===== src/common/tcdm_cfg.svh =====
/*
 * TCDM cluster memory configuration
 * initiator and bank counts, data/address widths and bank depth
 */
`ifndef TCDM_CFG_SVH
`define TCDM_CFG_SVH

// number of initiator ports
`define TCDM_NI     4

// number of banks, power of two (word interleaved)
`define TCDM_NB     4

// data word width in bits
`define TCDM_DW     32

// byte address width
`define TCDM_AW     10

// words per bank
`define TCDM_DEPTH  64

`endif


===== src/common/tcdm_pkg.sv =====
/*
 * TCDM package
 * derived widths, word types, request opcode and arbiter pointer state
 */
`include "tcdm_cfg.svh"

package tcdm_pkg;

  localparam int unsigned TCDM_NI    = `TCDM_NI;
  localparam int unsigned TCDM_NB    = `TCDM_NB;
  localparam int unsigned TCDM_DW    = `TCDM_DW;
  localparam int unsigned TCDM_AW    = `TCDM_AW;
  localparam int unsigned TCDM_DEPTH = `TCDM_DEPTH;
  localparam int unsigned TCDM_BW    = TCDM_DW / 8;          // one enable per byte
  localparam int unsigned TCDM_IW    = $clog2(TCDM_NI);      // initiator id width
  localparam int unsigned TCDM_OW    = $clog2(TCDM_BW);      // byte offset bits
  localparam int unsigned TCDM_SW    = $clog2(TCDM_NB);      // bank select bits
  localparam int unsigned TCDM_RW    = $clog2(TCDM_DEPTH);   // row bits inside a bank

  typedef logic [TCDM_IW-1:0] tcdm_id_t;
  typedef logic [TCDM_DW-1:0] tcdm_data_t;
  typedef logic [TCDM_AW-1:0] tcdm_addr_t;
  typedef logic [TCDM_BW-1:0] tcdm_be_t;

  // read is wen high, as on the TCDM bus
  typedef enum logic {
    OP_WRITE = 1'b0,
    OP_READ  = 1'b1
  } tcdm_op_e;

  // round-robin pointer, one state per initiator
  typedef enum logic [TCDM_IW-1:0] {
    ARB_P0 = 2'd0,
    ARB_P1 = 2'd1,
    ARB_P2 = 2'd2,
    ARB_P3 = 2'd3
  } arb_state_e;

endpackage


===== src/hw/tcdm_sram_bank.sv =====
/*
 * TCDM SRAM bank
 * single-port word memory with byte-enable writes, always grants
 * and answers every accepted request one cycle later
 */
`timescale 1ns/1ns

module tcdm_sram_bank (
  input  logic                            clk_i,
  input  logic                            rst_ni,
  input  logic                            req,
  input  tcdm_pkg::tcdm_op_e              wen,
  input  logic [tcdm_pkg::TCDM_RW-1:0]    add,
  input  tcdm_pkg::tcdm_data_t            data,
  input  tcdm_pkg::tcdm_be_t              be,
  output logic                            gnt,
  output logic                            r_valid,
  output tcdm_pkg::tcdm_data_t            r_data
);
  import tcdm_pkg::*;

  tcdm_data_t mem_q [TCDM_DEPTH];  // storage array
  tcdm_data_t r_data_q;            // read word, held for the response cycle
  logic       r_valid_q;

  assign gnt     = req;            // no stall, every request accepted
  assign r_valid = r_valid_q;
  assign r_data  = r_data_q;

  // write updates only enabled bytes
  always_ff @(posedge clk_i) begin
    if (req && (wen == OP_WRITE)) begin
      for (int k = 0; k < TCDM_BW; k++) begin
        if (be[k]) begin
          mem_q[add][8*k +: 8] <= data[8*k +: 8];
        end
      end
    end
  end

  // read port, old word on a write (don't care there)
  always_ff @(posedge clk_i) begin
    if (req) begin
      r_data_q <= mem_q[add];
    end
  end

  // response valid exactly the cycle after acceptance
  always_ff @(posedge clk_i or negedge rst_ni) begin
    if (!rst_ni) begin
      r_valid_q <= 1'b0;
    end else begin
      r_valid_q <= req;
    end
  end

endmodule


===== config.mk =====
export PLATFORM = sky130hd
export DESIGN_NAME = tcdm_sram_bank
export DESIGN_NICKNAME = d
export VERILOG_FILES = /design/src/common/tcdm_pkg.sv /design/src/hw/tcdm_sram_bank.sv
export VERILOG_INCLUDE_DIRS = /design/src /design/src/common
export SDC_FILE = /design/constraint.sdc
export NUM_CORES = 2
export LEC_CHECK = 0
export BUFFER_PORTS_ARGS = -buffer_cell sky130_fd_sc_hd__buf_2
export CORE_MARGIN = 10
export CORE_UTILIZATION = 29
export DETAILED_ROUTE_END_ITERATION = 8
export GPL_TIMING_DRIVEN = 0
export SYNTH_ARGS = -nofsm -noshare
export SYNTH_HDL_FRONTEND = slang
export SYNTH_SLANG_ARGS = --single-unit

===== constraint.sdc =====
create_clock -name clk_i -period 3.05 [get_ports clk_i]
set_input_delay 0 -clock clk_i [delete_from_list [all_inputs] [get_ports clk_i]]
set_output_delay 0 -clock clk_i [all_outputs]
set_load 0.005 [all_outputs]

**Yosys cells after proc, flatten, opt, wreduce, memory -nomap -nowiden**

Memory sizes are Yosys's and may differ from the RTL's. A register that Yosys moved wholly into a read port is not among the register bits.
Cells that the tools add are included.

- Input port bits: 46
- Register bits after elaboration: 1
- Bits in writable memories: 2048
- Memories: 1

- Bitwise logic cells: 1
- Reductions and logical operators: 1
- Multiplexer cells: 12

Memories:

| memory | words | width | rd ports | clocked after Yosys merged registers in | write ports | RTL line | text |
|---|---|---|---|---|---|---|---|
| mem_q | 64 | 32 | 1 | 1 | 1 | tcdm_sram_bank.sv:22 | `tcdm_data_t mem_q [TCDM_DEPTH];` |

Operators by type and width:

| cell | count |
|---|---|
| $mux 1 | 12 |
| $logic_and 1x1->1 | 1 |
| $not 1->1 | 1 |

**Logic depth before layout (Yosys ltp)**

- Depth after elaboration: 4
- Gate-level depth with buffers: 11
- Depth with buffers taken out: 6

**Least setup slack after synthesis**

Ideal clock, no wire load.

- Path kind: input -> register
- Start: in add[4] in the netlist's numbering
- End: mem mem_q[35][0] in the netlist's numbering (enable)
- Path slack: 1.026 ns
- Arrival: 1.654 ns
- Buffers on the path: 3
- Required time: 2.680 ns
- Setup time: 0.370 ns
- Cell stages on the path: 6
- Cells stage by stage: clkbuf_1 -> clkbuf_1 -> nor3_1 -> buf_2 -> nand2_1 -> nor2_1

RTL lines:

| element | RTL line | text |
|---|---|---|
| start: declaration | tcdm_sram_bank.sv:13 | `input logic [tcdm_pkg::TCDM_RW-1:0] add,` |
| end: declaration | tcdm_sram_bank.sv:22 |  |

No word-level cell before the write port.

==> impl_metrics.toml <==
[yosys]
synth.distinct_cells = 60
yosys-top-cells-area = "edfxtp_1, mux2i_1, a22oi_1"
yosysTopAreaCell = "edfxtp_1"
synth_area_per_cell_sq_um = 17.4
syn-instance-count = 4600
synthesis.nets = 4646
synth_area_sq_um = 80200
yosysSeqAreaShare_pct = 77.9
synth_seq_cells = 2081
synth_flop_cell = "edfxtp_1"
async_flop_share_pct = 0.0481
ys_warn_count = 0
synth-edff-count = 2080
synth_top_area_share_pct = 77.9

[global_route]
grt_use_met2_pct = 28.6
grt_pass1_vias = 46700
antenna_found_initial = 40
grt_usage_pct = 19.5
grt_pass1_wl_mm = 403
grtUsageMet3_pct = 6.36
grt.busiest_layer = "met2"
grt_max_degree = 65
use_met1_pct = 25.2
grt_overflow = 0

[floorplan]
die_area_sq_um = 298000
core_area_sq_um = 274000
io_pins = 80
die_x_um = 546
initial_core_util_pct = 29.2
fp-row-count = 192
fp.dieH_um = 546

[place]
place_area_sq_um = 85800
io_buffers = 78
dp.cells = 8401
routabilityCongestion = 1.07
dp_hpwl_mm = 219

[worst_hold_path]
hold_class = "in2reg"

[sta]
finalSetupTns_ns = -29.45
hold_slack_ns = 0.0672
fin_skew_ns = 0.0562
finalCriticalPeriod_ns = 3.33
finalSetupViolations = 404
finalHoldViolations = 0
finalMaxSlewViolations = 204
rsz0062_at_grt = "yes"
max_freq_ghz = 0.300
tightestPinTransition_ns = 1.64
relSlewSlack_pct = -9.14
fin_crit_sh_pct = 109
setup_slack_ns = -0.281

[finish]
area_delta_synth_final_pct = 16.5
final_cell_area_sq_um = 93400
fin_nets = 5003
drive_gt1_share_pct = 16.2
layout.cells.most_common_list = "edfxtp_1, nor2_1, mux2i_1"
final_common_cell = "edfxtp_1"
fin_cells = 8841

[setup_path]
criticalPathCategory = "in2reg"
path_buf_inv = 6
crit_path_end = "r_data[25]"
end_kind = "flop"
cpMostUsedCell = "buf_2"
cp-startpoint = "add[1]"
cpMaxStageDelayCell = "buf_2"
cp.arrival_ns = 3.90
cp_max_fo = 10
cp_num_cells = 11
reg2reg_to = "r_data[21]"
rr_worst_depth = 6
crit_required_ns = 3.62
r2r_start = "mem_q[14][21]"
startpoint_type = "primary input"
path_delay_family = "buffers and inverters"
regToRegSetupSlack_ns = 0.05
max_stage_delay_ns = 0.60
path_cells = "buf_2, buf_6, buf_6, nor2_1, buf_4, buf_2, buf_2, a22oi_1, o22ai_1, a22oi_1, o2111ai_1"

[detailed_routing]
antenna_left = 0
drt_pass1_iterations = 9
drt_iter0_markers = 9233
wl_per_cell_um = 34.5
vias_per_cell = 5.59
drc_errors = 0
num_vias = 49400
totalWireLength_mm = 305

[clocking]
insertion_delay_ns = 0.89
htree_num_levels = 4
ctsRootBufferMaster = "clkbuf_16"
path_clk_slew_ns = 0.06
post_cts_buffers = 0
cts_tree = "yes"
cts_buffer_depth = 3
cts_buffers = 205
cts.sinks = 2081

[pwr]
p_total_mw = 61.4
ir_drop_mv = 0.556
p_leak_nw = 28.9
p_per_area_nw_per_um2 = 658

[job]
drv_cap = 3

[status]
violations = "capacitance limit, slew limit, setup timing"
status = "finished with violations"
==> report_power, final <==
part / total, mW / switching (mW) / internal (mW)
clock: 25.7 / 11.3 / 14.5
sequential: 31.6 / 0.0267 / 31.6
combinational: 4.09 / 3.11 / 0.976
total: 61.4 / 14.4 / 47.0
==> metal layers <==
metal	vias up	share of wire, %
li1	19500	-
met1	25600	37
met2	3619	43
met3	722	13
met4	24	6.3
met5	-	0.068
==> cells by family after synthesis <==
family	synth area share (%)
DFF	77.9
and+or+nand+nor	3.23
muxes	7.25
buffers and inverters	2.11
AOI/OAI and AO/OA	9.47
==> metrics by stage <==
| step | worst slack [ns] | utilization, % |
|---|---|---|
| 3_3_place_gp | -2.48 | 31.0 |
| 2_1_floorplan | 1.03 | - |
| 4_1_cts | 0.000652 | 33.9 |
| 3_5_place_dp | -1.83 | 31.3 |
| 6_report | -0.281 | 34.0 |
| 5_1_grt | -0.00120 | 34.0 |
==> synthesized netlist by cell type, types with 3 or more instances <==
library cell	count
a211oi_1	16
a21oi_1	182
a221oi_1	183
a221oi_2	10
a222oi_1	15
a22o_1	29
a22oi_1	281
a31oi_1	54
and2_1	3
and3_1	3
buf_1	25
buf_2	110
buf_4	32
buf_6	25
clkbuf_1	137
edfxtp_1	2080
mux2_1	15
mux2_2	114
mux2i_1	287
mux4_2	66
nand2_1	131
nand2b_1	3
nand3_1	21
nand3b_1	3
nand4_1	17
nor2_1	403
nor2_2	3
nor2b_1	5
nor3_1	4
nor4_1	14
o2111ai_1	14
o21ai_0	100
o21ai_1	19
o221ai_1	36
o22ai_1	113
o2bb2ai_1	14
or3_1	3
==> what timing repair did <==
item                        CTS  global route
setup endpoints to repair   564            32
resized for setup            38            21
hold endpoints to repair   1256           448
hold buffers                 26             7
==> layout make-up <==
cell class	count	area [sq um]
flip-flops and latches	2081	62500
multi-input cells	2186	16300
well taps	3686	4610
repair buffers	150	1370
clock buffers	244	5280
diodes	23	57.6
clock inverters	138	1530
plain buffers	329	1700
fillers	26100	181000
inverters	4	15.0
==> worst min-delay path by stage <==
stage             start            end  slack [ns]  cells after the start
6_report       data[26]  mem_q[34][26]        0.07                      1
5_1_grt        data[26]  mem_q[34][26]        0.07                      1
4_1_cts        data[28]  mem_q[26][28]        0.02                      1
3_5_place_dp     rst_ni        r_valid       -0.22                      1
3_3_place_gp     rst_ni        r_valid       -0.22                      1
2_1_floorplan    rst_ni        r_valid       -0.30                      0
==> registers in the layout (all words and copies together), names as in the netlist <==
name,cells
mem_q,2048
r_data,32
r_valid,1
Power figures use the tool's default switching activity.
