`src/common/tcdm_cfg.svh`:
```
/*
 * TCDM cluster memory configuration
 * initiator and bank counts, data/address widths and bank depth
 */
`ifndef TCDM_CFG_SVH
`define TCDM_CFG_SVH

// number of initiator ports
`define TCDM_NI     4

// number of banks, power of two (word interleaved)
`define TCDM_NB     4

// data word width in bits
`define TCDM_DW     32

// byte address width
`define TCDM_AW     10

// words per bank
`define TCDM_DEPTH  64

`endif

```
`src/common/tcdm_pkg.sv`:
```
/*
 * TCDM package
 * derived widths, word types, request opcode and arbiter pointer state
 */
`include "tcdm_cfg.svh"

package tcdm_pkg;

  localparam int unsigned TCDM_NI    = `TCDM_NI;
  localparam int unsigned TCDM_NB    = `TCDM_NB;
  localparam int unsigned TCDM_DW    = `TCDM_DW;
  localparam int unsigned TCDM_AW    = `TCDM_AW;
  localparam int unsigned TCDM_DEPTH = `TCDM_DEPTH;
  localparam int unsigned TCDM_BW    = TCDM_DW / 8;          // one enable per byte
  localparam int unsigned TCDM_IW    = $clog2(TCDM_NI);      // initiator id width
  localparam int unsigned TCDM_OW    = $clog2(TCDM_BW);      // byte offset bits
  localparam int unsigned TCDM_SW    = $clog2(TCDM_NB);      // bank select bits
  localparam int unsigned TCDM_RW    = $clog2(TCDM_DEPTH);   // row bits inside a bank

  typedef logic [TCDM_IW-1:0] tcdm_id_t;
  typedef logic [TCDM_DW-1:0] tcdm_data_t;
  typedef logic [TCDM_AW-1:0] tcdm_addr_t;
  typedef logic [TCDM_BW-1:0] tcdm_be_t;

  // read is wen high, as on the TCDM bus
  typedef enum logic {
    OP_WRITE = 1'b0,
    OP_READ  = 1'b1
  } tcdm_op_e;

  // round-robin pointer, one state per initiator
  typedef enum logic [TCDM_IW-1:0] {
    ARB_P0 = 2'd0,
    ARB_P1 = 2'd1,
    ARB_P2 = 2'd2,
    ARB_P3 = 2'd3
  } arb_state_e;

endpackage

```
`src/hw/tcdm_req_xbar.sv`:
```
/*
 * TCDM request crossbar
 * word-interleaved bank decode, one round-robin arbiter per bank,
 * grant return to the initiators and id tagging of the winning request
 */
`timescale 1ns/1ns
`include "tcdm_cfg.svh"

module tcdm_req_xbar (
  input  logic                                           clk_i,
  input  logic                                           rst_ni,
  input  logic                                           clear_i,
  // initiator side
  input  logic                  [`TCDM_NI-1:0]           in_req,
  input  tcdm_pkg::tcdm_op_e    [`TCDM_NI-1:0]           in_wen,
  input  tcdm_pkg::tcdm_addr_t  [`TCDM_NI-1:0]           in_add,
  input  tcdm_pkg::tcdm_data_t  [`TCDM_NI-1:0]           in_data,
  input  tcdm_pkg::tcdm_be_t    [`TCDM_NI-1:0]           in_be,
  output logic                  [`TCDM_NI-1:0]           in_gnt,
  // bank side
  output logic                  [`TCDM_NB-1:0]           bank_req,
  output tcdm_pkg::tcdm_op_e    [`TCDM_NB-1:0]           bank_wen,
  output logic [`TCDM_NB-1:0][tcdm_pkg::TCDM_RW-1:0]     bank_add,
  output tcdm_pkg::tcdm_data_t  [`TCDM_NB-1:0]           bank_data,
  output tcdm_pkg::tcdm_be_t    [`TCDM_NB-1:0]           bank_be,
  output tcdm_pkg::tcdm_id_t    [`TCDM_NB-1:0]           bank_id,
  input  logic                  [`TCDM_NB-1:0]           bank_gnt
);
  import tcdm_pkg::*;

  logic       [TCDM_NI-1:0][TCDM_SW-1:0] sel_bank;  // target bank per initiator
  logic       [TCDM_NI-1:0][TCDM_RW-1:0] sel_row;   // row inside that bank
  logic       [TCDM_NB-1:0]              win_vld;   // bank has a contender
  tcdm_id_t                              win_id [TCDM_NB];
  arb_state_e                            ptr_q  [TCDM_NB];

  // interleaving: low word bits pick the bank, upper bits the row
  always_comb begin
    for (int i = 0; i < TCDM_NI; i++) begin
      sel_bank[i] = in_add[i][TCDM_OW +: TCDM_SW];
      sel_row[i]  = in_add[i][TCDM_OW+TCDM_SW +: TCDM_RW];
    end
  end

  // round-robin pick starting at the pointer
  always_comb begin
    int unsigned idx;
    for (int b = 0; b < TCDM_NB; b++) begin
      win_vld[b] = 1'b0;
      win_id[b]  = '0;
      // walk backwards so the contender closest to the pointer is the last hit
      for (int k = TCDM_NI-1; k >= 0; k--) begin
        idx = (int'(ptr_q[b]) + k) % TCDM_NI;
        if (in_req[idx] && (sel_bank[idx] == TCDM_SW'(b))) begin
          win_vld[b] = 1'b1;
          win_id[b]  = tcdm_id_t'(idx);
        end
      end
    end
  end

  // forward the winner, its index becomes the id
  always_comb begin
    for (int b = 0; b < TCDM_NB; b++) begin
      bank_req[b]  = win_vld[b];
      bank_wen[b]  = in_wen[win_id[b]];
      bank_add[b]  = sel_row[win_id[b]];
      bank_data[b] = in_data[win_id[b]];
      bank_be[b]   = in_be[win_id[b]];
      bank_id[b]   = win_id[b];
    end
  end

  // grant only the winner, and only if its bank grants
  always_comb begin
    for (int i = 0; i < TCDM_NI; i++) begin
      in_gnt[i] = in_req[i]
                & win_vld[sel_bank[i]]
                & (win_id[sel_bank[i]] == tcdm_id_t'(i))
                & bank_gnt[sel_bank[i]];
    end
  end

  // pointer moves one past the granted initiator
  always_ff @(posedge clk_i or negedge rst_ni) begin
    if (!rst_ni) begin
      for (int b = 0; b < TCDM_NB; b++) begin
        ptr_q[b] <= ARB_P0;
      end
    end else if (clear_i) begin
      for (int b = 0; b < TCDM_NB; b++) begin
        ptr_q[b] <= ARB_P0;                             // restart at initiator 0
      end
    end else begin
      for (int b = 0; b < TCDM_NB; b++) begin
        if (bank_req[b] && bank_gnt[b]) begin
          ptr_q[b] <= arb_state_e'(tcdm_id_t'((win_id[b] + 1) % TCDM_NI));
        end
      end
    end
  end

endmodule

```
`config.mk`:
```
export PLATFORM = sky130hd
export DESIGN_NAME = tcdm_req_xbar
export DESIGN_NICKNAME = d
export VERILOG_FILES = /design/src/common/tcdm_pkg.sv /design/src/hw/tcdm_req_xbar.sv
export VERILOG_INCLUDE_DIRS = /design/src /design/src/common
export SDC_FILE = /design/constraint.sdc
export NUM_CORES = 1
export LEC_CHECK = 0
export BUFFER_PORTS_ARGS = -buffer_cell sky130_fd_sc_hd__buf_4
export CAP_MARGIN = 15
export CORE_AREA = 4 4 148 150
export CTS_CLUSTER_DIAMETER = 150
export DETAILED_ROUTE_END_ITERATION = 12
export DIE_AREA = 0 0 152 154
export GPL_TIMING_DRIVEN = 1
export SLEW_MARGIN = 15
export SYNTH_ARGS = -nofsm -noshare
export SYNTH_HDL_FRONTEND = slang
export SYNTH_SLANG_ARGS = --single-unit
```
`constraint.sdc`:
```
create_clock -name clk_i -period 4.1 [get_ports clk_i]
set_input_delay 0.615 -clock clk_i [delete_from_list [all_inputs] [get_ports clk_i]]
set_output_delay 0.615 -clock clk_i [all_outputs]
set_load 0.005 [all_outputs]
```
# Word level (Yosys, flattened, before mapping)
# Cells that the tools add are included.
# W data, S select, Z words.
# word_totals
reg_bits,8
inputBits,199
output_inout_bits,188
wordCells,269
# classes
addsub,16
order_cmp,28
eq_ne,15
muxes,161
bitwise_logic,16
reduce_logical,29
# op_table
cell,n
$bmux W32 S2,4
$mux W32,4
$mux W2,44
$bmux W2 S2,20
$lt A2 B3 Y1 const B,24
$bmux W1 S2,28
$bmux W6 S2,4
$mux W1,44
$bmux W4 S2,4
$mux W6,4
$eq A2 B2 Y1 const B,10
$logic_and A1 B1 Y1,20
$add A2 B1 Y2 const B,8
$add A2 B2 Y2 const B,8
$mux W4,4
$and A1 B1 Y1,12
$ge A3 B3 Y1 const B,4
$not A2 Y3,4
$eq A2 B1 Y1 const B,5
$logic_not A2 Y1,5
$mux W8,1
$reduce_bool A2 Y1,4

# Logic depth before layout (Yosys ltp)
# logic_depth
ltp_word,15
mapped_depth,10
ltp_nobuf,7

# Least setup slack after synthesis
# No wires, ideal clock.
# synth_timing
kind,input-to-output
startpoint,input in_add[32] in the netlist's numbering
endpoint,output bank_be[0] in the netlist's numbering
arrival_time_ns,2.312
required_ns,3.485
path_slack_ns,1.173
stages,9
n_path_buf,2
path_cell_list,or3b_1 a32o_1 or3_1 buf_6 inv_6 buf_6 nand2_1 and3_1 a31oi_1
# synth_rtl
element,line_no,source
"start, declared",tcdm_req_xbar.sv:16,"input tcdm_pkg::tcdm_addr_t [`TCDM_NI-1:0] in_add,"
"end, declared",tcdm_req_xbar.sv:25,"output tcdm_pkg::tcdm_be_t [`TCDM_NB-1:0] bank_be,"

==> metrics.csv <==
metric;value;unit
synth_seq_area_share;3.16;%
p_int;1.01;mW
clockPowerShare;8.9;%
powerDensity;202;mW/mm2
startpoint_type;input pin;
cp.required;3480;ps
cp_max_fo;38;
reg_top3;ptr_q x8;
fin_skew;0.156;ps
synth_fp_nets;1448;
clockBufferDepth;2;
layout-drive-gt1-share;28.2;%
hold_viol;0;
synth-seq-cells;8;
ant_nets;0;
overflow;0;
largest_reg_flops;8;
die_h;154;um
cts_sinks;8;
area_growth;51.2;%
initialDrtViolationCount;921;
vias;10500;
rsz0062_at_grt;no;
worst_pin_slew;627;ps
status;complete, no violations;
fmax;274;MHz
yosys.area.top_type;nand2_1;
relSlewSlack;58.1;%
viasPerCell;5.74;
synth_area_leaders;nand2_1, a31oi_1, and3_1;
drtPass1Iterations;5;
synth_flop_cell;dfrtp_1;
postCtsSetupRepairBufs;0;
antennaDiodeCount;0;
num_rows;53;
cts-root-buf;clkbuf_16;
grt_pass1_vias;9517;
synth-edff-count;0;
leakage;4.78;nW
htree_levels;1;
ctsHoldBuffers;0;
irDropWorstVdd;0.110;mV
gp_congestion;0.903;
cts_tree;built;
port_buffers;378;
drt-total-wl;35700;um
ys_async_sr_fraction;100;%
grt_max_degree;90;
p_sw_share;47.9;%
syn_inst;1249;
cp.arrival;3040;ps
slew_violations;0;
drc;0;
drv_cap;0;
coreArea;0.0207;mm2
dp_hpwl;25300;um
layout_common_cells;nand2_1, buf_4, a31oi_1;
die_area;0.0234;mm2
grt_pass1_wl;54300;um
period_share;89.1;%
yosysWarnings;0;
reg2reg_slack;1660;ps
fillers;2277;
synth_top_cell_area_share;36.2;%
seqPwrFrac;4.8;%
setup_viol;0;
regMostFlops;ptr_q;
final_core_util;46.3;%
antenna_found_initial;0;
numCtsBuffers;3;
clk-insertion-delay-late;240;ps
post_drt_wl_per_cell;19.5;um
final_common_cell;nand2_1;
crit_type;in2out;
crit_path_end_kind;output pin;
synth_area;0.00633;mm2
chipWidth;152;um
ctsResizeCount;0;
p_switching;0.926;mW
setup_tns;0;ps
start_util;30.6;%
final_nets;1752;
timing.final.crit_period;3650;ps
synth_cell_types;56;
ios;387;
hp-class;in2async;
clkSlewWorstSetupHoldPaths;40;ps
comb_power_share;86.3;%
grt_usage;27.8;%
avgSynthCellArea;5.07;um2
-- critical path: stages --
cell	delay, ps
buf_4	130
nor3b_1	520
o22ai_1	180
or3_4	440
inv_6	300
buf_12	230
nand2_1	70
and3_1	160
a31oi_1	220
buf_4	170
-- routing by layer --
metal	wire length, um	track usage (%)	share of wire, %
met5	0	0	0
met4	1090	8.86	3.0
met3	3290	5.01	9.2
met2	17000	47.7	48
met1	14300	35.5	40
-- synth_stat cells, types with 2 or more instances --
library cell  instances
nand2_1             610
a31oi_1             172
and3_1              130
clkbuf_1             77
a211oi_1             45
and2_1               45
buf_2                27
nor2_1               17
a21oi_1               9
dfrtp_1               8
nand3b_1              8
nor3b_1               8
buf_1                 7
nand3_1               7
nor3_1                7
buf_6                 6
inv_2                 6
nor2b_1               4
o21ai_0               4
o22ai_1               4
and3b_1               3
o211ai_1              3
a211o_1               2
a2bb2oi_1             2
inv_1                 2
mux2i_1               2
nand4_1               2
o21ai_1               2
o21bai_1              2
xnor2_1               2
-- through the flow --
step                      hold WS (ps)  cells  total power [mW]  setup slack [ps]  area [um2]
final                              202   1826              1.93               448        9570
after floorplan                    319   1249             0.863              1170        6330
after global placement             449   1823              1.74               491        9500
after global routing               205   1826              2.09               304        9570
after detailed placement           456   1823              1.76               470        9500
after CTS                          203   1826              1.93               461        9570
-- path summary, 6_finish.rpt --
| check | from | end | cells after the start |
|---|---|---|---|
| worst max register to register | ptr_q[6] | ptr_q[7] | 7 |
| min in group clk_i | ptr_q[4] | ptr_q[4] | 2 |
| max in group asynchronous | rst_ni | ptr_q[5] | 1 |
| worst min-delay path | rst_ni | ptr_q[7] | 1 |
| worst max-delay path | in_add[32] | bank_wen[0] | 10 |
| worst min register to register | ptr_q[4] | ptr_q[4] | 2 |
-- cells by family after synthesis --
logic type | Yosys count | synth area share, %
compound gates | 258 | 27.0
simple gates | 851 | 59.9
xor+xnor | 2 | 0.277
mux | 4 | 0.850
buf+inv | 126 | 8.79
flops | 8 | 3.16
-- layout make-up --
type | instances | area, um2 | area share [%]
clock buffers | 3 | 75.1 | 0.784
inverters | 9 | 41.3 | 0.431
multi-input cells | 1115 | 5630 | 58.8
flip-flops and latches | 8 | 200 | 2.09
well taps | 275 | 344 | 3.59
repair buffers | 416 | 3290 | 34.3
-- power groups by stage --
stage / sequential, mW / combinational (mW) / clock (mW)
floorplan: 0.0911 / 0.771 / 0
global placement: 0.0935 / 1.65 / 0
detailed placement: 0.0941 / 1.66 / 0
CTS: 0.0931 / 1.67 / 0.173
global route: 0.0942 / 1.82 / 0.178
finish: 0.0933 / 1.67 / 0.171
Power figures use the tool's default switching activity.
