`config.mk`:
```
export PLATFORM = sky130hd
export DESIGN_NAME = tcdm_resp_router
export DESIGN_NICKNAME = d
export VERILOG_FILES = /design/src/common/tcdm_pkg.sv /design/src/hw/tcdm_resp_router.sv
export VERILOG_INCLUDE_DIRS = /design/src /design/src/common
export SDC_FILE = /design/constraint.sdc
export NUM_CORES = 1
export LEC_CHECK = 0
export BUFFER_PORTS_ARGS = -buffer_cell sky130_fd_sc_hd__buf_2
export CORE_AREA = 5 5 140 142
export DETAILED_ROUTE_END_ITERATION = 8
export DIE_AREA = 0 0 145 147
export GPL_TIMING_DRIVEN = 0
export PLACE_DENSITY = 0.53
export SLEW_MARGIN = 15
export SYNTH_ARGS = -nofsm -noshare
export SYNTH_HDL_FRONTEND = slang
export SYNTH_SLANG_ARGS = --single-unit
```
`constraint.sdc`:
```
create_clock -name vclk -period 2.2
set_input_delay 0.22 -clock vclk [all_inputs]
set_output_delay 0.22 -clock vclk [all_outputs]
set_load 0.05 [all_outputs]
```
`src/common/tcdm_cfg.svh`:
```
/*
 * TCDM cluster memory configuration
 * initiator and bank counts, data/address widths and bank depth
 */
`ifndef TCDM_CFG_SVH
`define TCDM_CFG_SVH

// number of initiator ports
`define TCDM_NI     4

// number of banks, power of two (word interleaved)
`define TCDM_NB     4

// data word width in bits
`define TCDM_DW     32

// byte address width
`define TCDM_AW     10

// words per bank
`define TCDM_DEPTH  64

`endif

```
`src/common/tcdm_pkg.sv`:
```
/*
 * TCDM package
 * derived widths, word types, request opcode and arbiter pointer state
 */
`include "tcdm_cfg.svh"

package tcdm_pkg;

  localparam int unsigned TCDM_NI    = `TCDM_NI;
  localparam int unsigned TCDM_NB    = `TCDM_NB;
  localparam int unsigned TCDM_DW    = `TCDM_DW;
  localparam int unsigned TCDM_AW    = `TCDM_AW;
  localparam int unsigned TCDM_DEPTH = `TCDM_DEPTH;
  localparam int unsigned TCDM_BW    = TCDM_DW / 8;          // one enable per byte
  localparam int unsigned TCDM_IW    = $clog2(TCDM_NI);      // initiator id width
  localparam int unsigned TCDM_OW    = $clog2(TCDM_BW);      // byte offset bits
  localparam int unsigned TCDM_SW    = $clog2(TCDM_NB);      // bank select bits
  localparam int unsigned TCDM_RW    = $clog2(TCDM_DEPTH);   // row bits inside a bank

  typedef logic [TCDM_IW-1:0] tcdm_id_t;
  typedef logic [TCDM_DW-1:0] tcdm_data_t;
  typedef logic [TCDM_AW-1:0] tcdm_addr_t;
  typedef logic [TCDM_BW-1:0] tcdm_be_t;

  // read is wen high, as on the TCDM bus
  typedef enum logic {
    OP_WRITE = 1'b0,
    OP_READ  = 1'b1
  } tcdm_op_e;

  // round-robin pointer, one state per initiator
  typedef enum logic [TCDM_IW-1:0] {
    ARB_P0 = 2'd0,
    ARB_P1 = 2'd1,
    ARB_P2 = 2'd2,
    ARB_P3 = 2'd3
  } arb_state_e;

endpackage

```
`src/hw/tcdm_resp_router.sv`:
```
/*
 * TCDM response router
 * steers each bank response back to the initiator named by its r_id
 */
`timescale 1ns/1ns
`include "tcdm_cfg.svh"

module tcdm_resp_router (
  input  logic                  [`TCDM_NB-1:0] bank_r_valid,
  input  tcdm_pkg::tcdm_data_t  [`TCDM_NB-1:0] bank_r_data,
  input  tcdm_pkg::tcdm_id_t    [`TCDM_NB-1:0] bank_r_id,
  output logic                  [`TCDM_NI-1:0] out_r_valid,
  output tcdm_pkg::tcdm_data_t  [`TCDM_NI-1:0] out_r_data
);
  import tcdm_pkg::*;

  // one accepted request per initiator per cycle, so at most one match
  always_comb begin
    for (int i = 0; i < TCDM_NI; i++) begin
      out_r_valid[i] = 1'b0;
      out_r_data[i]  = '0;
      for (int b = 0; b < TCDM_NB; b++) begin
        if (bank_r_valid[b] && (bank_r_id[b] == tcdm_id_t'(i))) begin
          out_r_valid[i] = 1'b1;
          out_r_data[i]  = bank_r_data[b];        // data of the matching bank
        end
      end
    end
  end

endmodule

```
Yosys cells after proc, flatten, opt, wreduce, memory -nomap -nowiden

Index checks and enable logic that the tools add are counted.

Flip-flop bits (word level): 0
Input port bits: 140
Output and inout bits: 132

Reduce and logical (&&, ||, !) cells: 20
Equal/unequal tests: 12
Multiplexer cells: 32

Operators by type and width:

| operator           | count |
|---|---|
| $mux 32            | 16 |
| $eq 2x2->1 const B | 8 |
| $logic_and 1x1->1  | 16 |
| $mux 1             | 16 |
| $eq 2x1->1 const B | 4 |
| $logic_not 2->1    | 4 |

Depth between registers and ports, before layout

Gate-level depths: netlist of run 1.

Depth in word-level cells: 6
Gate-level depth with buffers: 6

Least setup slack after synthesis of run 1

OpenSTA, ideal clock, no wires.

Path type: input port to output port
Start point: input bank_r_valid[1]
End point: output out_r_data[34] in the netlist's numbering
Path slack: 0.209 ns
Required time: 1.980 ns
Path buffers: 2
Arrival: 1.771 ns
Stages on the path: 5
Cells stage by stage: and3b_1 > clkbuf_1 > buf_2 > o311a_1 > o2bb2ai_1

RTL lines:

| item               | RTL line               | RTL |
|---|---|---|
| start: declaration | tcdm_resp_router.sv:9  | `` input logic [`TCDM_NB-1:0] bank_r_valid, `` |
| end: declaration   | tcdm_resp_router.sv:13 | `` output tcdm_pkg::tcdm_data_t [`TCDM_NI-1:0] out_r_data `` |

==> key figures, run 1 <==
Synth
  • Post-synthesis xor/xnor area fraction: 0
  • Post-synthesis adder-cell area fraction: 0
  • Synth warn: 0
  • Compound-gate portion of the synthesized area: 0.592
  • Distinct cells, synth: 29
  • Largest family of logic cells by synthesized area: compound AO/OA/AOI/OAI gates
  • Syn Nets: 870
  • Cell taking the most area after synthesis: o311a_1
  • Top-count cell post-synth: o21ai_0
  • Top post-synthesis cells by count: o21ai_0, clkbuf_1, nand4b_1, o2bb2ai_1, o311a_1
  • Simple logic cell fraction of the synthesized area: 0.280
  • Syn Area/Cell: approximately 7.3 µm²
  • Sequential share of the synthesized area: 0
  • Post-Syn Area: 0.00532 mm²
  • Main area contributors after synthesis: o311a_1, nand4b_1, o2bb2ai_1
  • Post-synthesis mux area share: 0
  • Synthesized instance count: 730
  • Top cell type's share of synthesized area: 0.120

Die
  • Die width: 145 µm
  • Std-Cell Core Area: 0.0183 mm²
  • Core Rows: 50
  • Die footprint: about 0.021 mm²
  • Num ports: 272
  • Die Y: 147 µm
  • Initial Utilization: 0.290

Final layout
  • Post-layout nets: 1143
  • Area growth, synth to finish: 32.1%
  • Register Area: 0 µm²
  • Layout cells sized above 1: 0.379
  • Post-route non-filler standard cell count: roughly 1200
  • Final instance area: 0.00703 mm²
  • Clkbuf count: 0
  • Final sequential cell count: 0

Outcome
  • Status: finished, final reports clean

Global route
  • Largest net degree at the start of global routing: 11
  • Gr usage total: 0.279
  • First-pass GRT wire length: just under 50 mm
  • Initial antenna violation count: 3
  • Vias in the first global route: approximately 8300
  • Total grt overflow: 0

Place
  • Routability-driven placement congestion ratio: 0.934
  • DP Worst Slack: -0.0133 ns
  • Inst Count DP: 1234
  • PortBufs: between 200 and 300
  • Dpl cell area: roughly 0.0070 mm²
  • Hpwl dp: around 24 mm

Critical path
  • CP required: ~2.0 ns
  • CP arrival: slightly below 2 ns
  • Critical Path End Type: output pin
  • Worst setup path category: in -> out
  • CP max FO: 10
  • Setup crit start kind: input pin

Timing
  • Final period util: 0.995
  • Endpoints failing setup: 0
  • Fin Setup TNS: 0 ns
  • Final Worst Setup Slack: 0.0102 ns
  • FMAX: 457 MHz
  • RSZ-0062 raised after global routing: yes
  • Worst slew margin: 0.518
  • Fin. Hold Viols: 0
  • Fin. max-slew vios: 0
  • Slew @ Worst Pin: between 0.7 and 0.8 ns
  • Tmin final: roughly 2.2 ns

Route
  • Routed WL: between 30 and 40 mm
  • DRT iter0 DRCs: ~950
  • Routed wire length per instance: 26.1 µm
  • Antenna Nets Post-Route: 0
  • Drc violations: 0
  • Routed vias/inst: 6.58
  • First-pass detailed-route iteration total: 7
  • Vias: 8134

Pwr
  • PwrDens: 330 mW/mm²
  • Final Power: 2.32 mW
  • VDD IR max: 156 µV
  • Leakage power: a little over 3 nW

Hold path
  • Hold Path Depth: 4
  • Hold Path Sink: out_r_data[24]
  • HP Start: bank_r_data[120]
  • Hold/Removal Path Class: in -> out

Flow run
  • Max_cap viols: 0
-- per-stage QoR --
| stage | hold slack (ns) | utilization |
|---|---|---|
| after floorplan | 0.787 | - |
| after global placement | 0.862 | 0.380 |
| after detailed placement | 0.864 | 0.380 |
| after CTS | 0.866 | 0.380 |
| after global routing | 0.873 | 0.384 |
| final | 0.868 | 0.384 |
-- repair_timing --
action | CTS | global route
hold buffers | 0 | 0
resized for setup | 1 | 57
endpoints found under the setup margin | 3 | 96
setup buffers | 0 | 1
cloned | 0 | 0
pin swaps | 0 | 0
-- layer usage --
metal | up-vias | GRT usage | wire (µm)
li1 | 3610 | - | -
met1 | 3848 | 0.370 | 13400
met2 | 589 | 0.450 | 14800
met3 | 85 | 0.0592 | 3100
met4 | 2 | 0.0927 | 1040
met5 | - | 0 | 13
-- kinds of logic (layout without fill, tap and decap cells) --
family / Yosys count / in the layout
buffers and inverters: 157 / 428
and+or+nand+nor: 189 / 189
other: 0 / 2
AOI/OAI and AO/OA: 384 / 384
-- worst max-delay path, stage by stage --
cell	delay, ns
buf_2	0.15
clkbuf_1	0.43
clkbuf_1	0.40
nand4b_1	0.17
o311a_1	0.14
o2bb2ai_1	0.17
buf_2	0.29
-- report_power, final --
group	internal [mW]	switching, mW	total [mW]
combinational	0.660	1.66	2.32
sequential	0	0	0
clock	0.000000122	0	0.000000122
total	0.660	1.66	2.32
-- worst max-delay path by stage --
| stage | start | end | slack (ns) | cells past startpoint |
|---|---|---|---|---|
| 4_1_cts | bank_r_id[7] | out_r_data[81] | -0.008 | 6 |
| 3_5_place_dp | bank_r_id[7] | out_r_data[81] | -0.01 | 6 |
| 5_1_grt | bank_r_id[2] | out_r_data[80] | -0.01 | 8 |
| 6_report | bank_r_id[2] | out_r_data[32] | 0.01 | 7 |
| 3_3_place_gp | bank_r_id[7] | out_r_data[81] | 0.01 | 6 |
| 2_1_floorplan | bank_r_valid[1] | out_r_data[34] | 0.21 | 5 |
-- cell type report --
class	instances	area (µm²)
diodes	2	5.00
plain buffers	124	596
fillers	2012	11300
inverters	33	124
multi-input cells	573	4650
well taps	234	293
repair buffers	271	1370
-- placed cells by master, fill, tap and decap left out, drive strengths merged --
cell / synthesis / layout
clkbuf: 72 / 78
o2bb2ai: 64 / 64
and3b: 2 / 2
and4: 32 / 32
nor2: 2 / 2
or4: 1 / 1
o311a: 64 / 64
o21a: 32 / 32
diode: 0 / 2
nand3: 4 / 4
inv: 33 / 33
nand3b: 6 / 6
o21ai: 128 / 128
or3b: 3 / 3
and3: 3 / 3
buf: 52 / 317
a22o: 32 / 32
a311o: 32 / 32
nor3b: 3 / 3
nand4: 1 / 1
nand4b: 66 / 66
a311oi: 32 / 32
nand2: 34 / 34
nor4bb: 32 / 32
(Power assumes the default switching activity.)
==> run 2: changes to the inputs <==
--- a/config.mk
+++ b/config.mk
@@ -11,7 +11,8 @@
 export DETAILED_ROUTE_END_ITERATION = 8
 export DIE_AREA = 0 0 145 147
 export GPL_TIMING_DRIVEN = 0
-export PLACE_DENSITY = 0.53
+export MAX_ROUTING_LAYER = met4
+export PLACE_DENSITY = 0.55
 export SLEW_MARGIN = 15
 export SYNTH_ARGS = -nofsm -noshare
 export SYNTH_HDL_FRONTEND = slang
==> key figures, run 2 (synthesized netlist as in run 1, its figures left out) <==
Outcome
  • Status: finished, violations left
  • Failing checks: setup timing

Timing
  • RSZ-0062 raised after global routing: yes
  • Slew @ Worst Pin: 0.686 ns (-0.0378 ns)
  • Fin Setup TNS: -0.0336 ns (-0.0336 ns)
  • Endpoints failing setup: 1 (+1)
  • Fin. max-slew vios: 0 (unchanged)
  • FMAX: 448 MHz (-2.0%)
  • Worst slew margin: 0.543 (+0.0252)
  • Final period util: 1.02 (+0.0199)
  • Final Worst Setup Slack: -0.0336 ns (-0.0439 ns)
  • Fin. Hold Viols: 0 (unchanged)
  • Tmin final: 2.23 ns (+0.0439 ns)

Die
  • Core Rows: 50 (unchanged)
  • Die footprint: 0.0213 mm² (unchanged)
  • Die Y: 147 µm (unchanged)
  • Num ports: 272 (unchanged)
  • Die width: 145 µm (unchanged)
  • Std-Cell Core Area: 0.0183 mm² (unchanged)
  • Initial Utilization: 0.290 (unchanged)

Route
  • First-pass detailed-route iteration total: 6 (-1)
  • DRT iter0 DRCs: 1078 (+14%)
  • Drc violations: 0 (unchanged)
  • Routed wire length per instance: 25.8 µm (-1.3%)
  • Routed WL: 31.9 mm (-1.4%)
  • Vias: 8231 (+1.2%)
  • Antenna Nets Post-Route: 0 (unchanged)
  • Routed vias/inst: 6.66 (+1.3%)

Final layout
  • Area growth, synth to finish: 31.9%
  • Final sequential cell count: 0 (unchanged)
  • Most frequent cells in the layout: buf_2, o21ai_0, nand4b_1, o311a_1, o2bb2ai_1
  • Layout cells sized above 1: 0.381 (+0.00276)
  • Final Util: 0.383 (-0.000683)
  • Post-layout nets: 1141 (-0.17%)
  • Clkbuf count: 0 (unchanged)
  • Register Area: 0 µm² (unchanged)
  • Multi-input logic area: 0.00466 mm² (+0.13%)
  • Fillers: 2044 (+1.6%)
  • Most common cell after layout, fill and taps aside: buf_2

Place
  • Routability-driven placement congestion ratio: 0.987 (+5.7%)
  • Hpwl dp: 23.8 mm (-0.57%)
  • PortBufs: 270 (unchanged)

Global route
  • Gr usage total: 0.281 (+0.00204)
  • Total grt overflow: 0 (unchanged)
  • First-pass GRT wire length: 48.2 mm (-1.7%)
  • Largest net degree at the start of global routing: 11 (unchanged)
  • Initial antenna violation count: 3 (unchanged)
  • Vias in the first global route: 8309 (+0.62%)

Pwr
  • VDD IR max: 197 µV (+26%)
  • Leakage power: 3.05 nW (about the same)
  • PwrDens: 330 mW/mm² (about the same)

Critical path
  • Worst setup path category: in -> out
  • Setup crit start kind: input pin
  • CP max FO: 10 (unchanged)
  • CP required: 1.98 ns (about the same)
  • CP arrival: 2.01 ns (+0.04 ns)
  • Critical Path End Type: output pin

Hold path
  • Hold/Removal Path Class: in -> out

CTS
  • Hold-fix buffers, CTS: 0 (unchanged)
  • Post-CTS Setup Inserts: 0 (unchanged)

Flow run
  • Max_cap viols: 0 (unchanged)
-- run 2: changes by cell type in the layout (fill, tap and decap cells not counted), moves of 2 or more --
| cell | change |
|---|---|
| clkbuf_4 | -5 |
| buf_2 | +5 |
| clkbuf_2 | +2 |
| clkbuf_1 | -4 |
-- run 2: cell type report --
type | instances | share of cell area
inverters | 33 | 0.0176
diodes | 3 | 0.00107
well taps | 234 | 0.0417
multi-input cells | 573 | 0.663
plain buffers | 123 | 0.0839
repair buffers | 270 | 0.192
-- run 2: timing repair --
action	4_1_cts	5_1_grt
gates resized for setup	2	56
pin swaps	0	0
endpoints found under the setup margin	6	77
-- run 2: final timing paths --
| kind | startpoint | slack [ns] | to | depth (start not counted) |
|---|---|---|---|---|
| min | bank_r_data[123] | 0.87 | out_r_data[27] | 4 |
| max | bank_r_id[0] | -0.03 | out_r_data[86] | 6 |
-- run 2: layer usage --
metal  share of wire  up-vias  routed length [µm]  global-route usage
met5               0        -                   0                   -
met4           0.026        0                 814              0.0763
met3            0.10       92                3300              0.0457
met2            0.46      663               14500               0.445
met1            0.42     3856               13200               0.372
li1                -     3620                   -                   -
-- run 2: where the power goes --
part	switching, mW	internal [mW]	total (mW)	leakage, nW
Combinational	1.66	0.656	2.32	3.05
Clock	0	0.000000183	0.000000183	0.0000190
Sequential	0	0	0	0
-- run 2: worst max-delay path, cell delays in order --
cell,delay (ns)
buf_2,0.14
nand3b_1,0.37
clkbuf_1,0.36
o311a_1,0.41
o2bb2ai_1,0.21
buf_2,0.30
-- run 2: through the flow --
stage | cell area [µm²] | instances | setup slack, ns | power (mW) | hold WS, ns
after floorplan | 5320 | 730 | 0.209 | 1.55 | 0.787
after global placement | 6970 | 1234 | 0.000869 | 2.26 | 0.859
after detailed placement | 6970 | 1234 | -0.0241 | 2.26 | 0.863
after CTS | 6970 | 1234 | 0.0257 | 2.27 | 0.865
after global routing | 7020 | 1236 | -0.00780 | 2.41 | 0.881
final | 7020 | 1236 | -0.0336 | 2.32 | 0.866
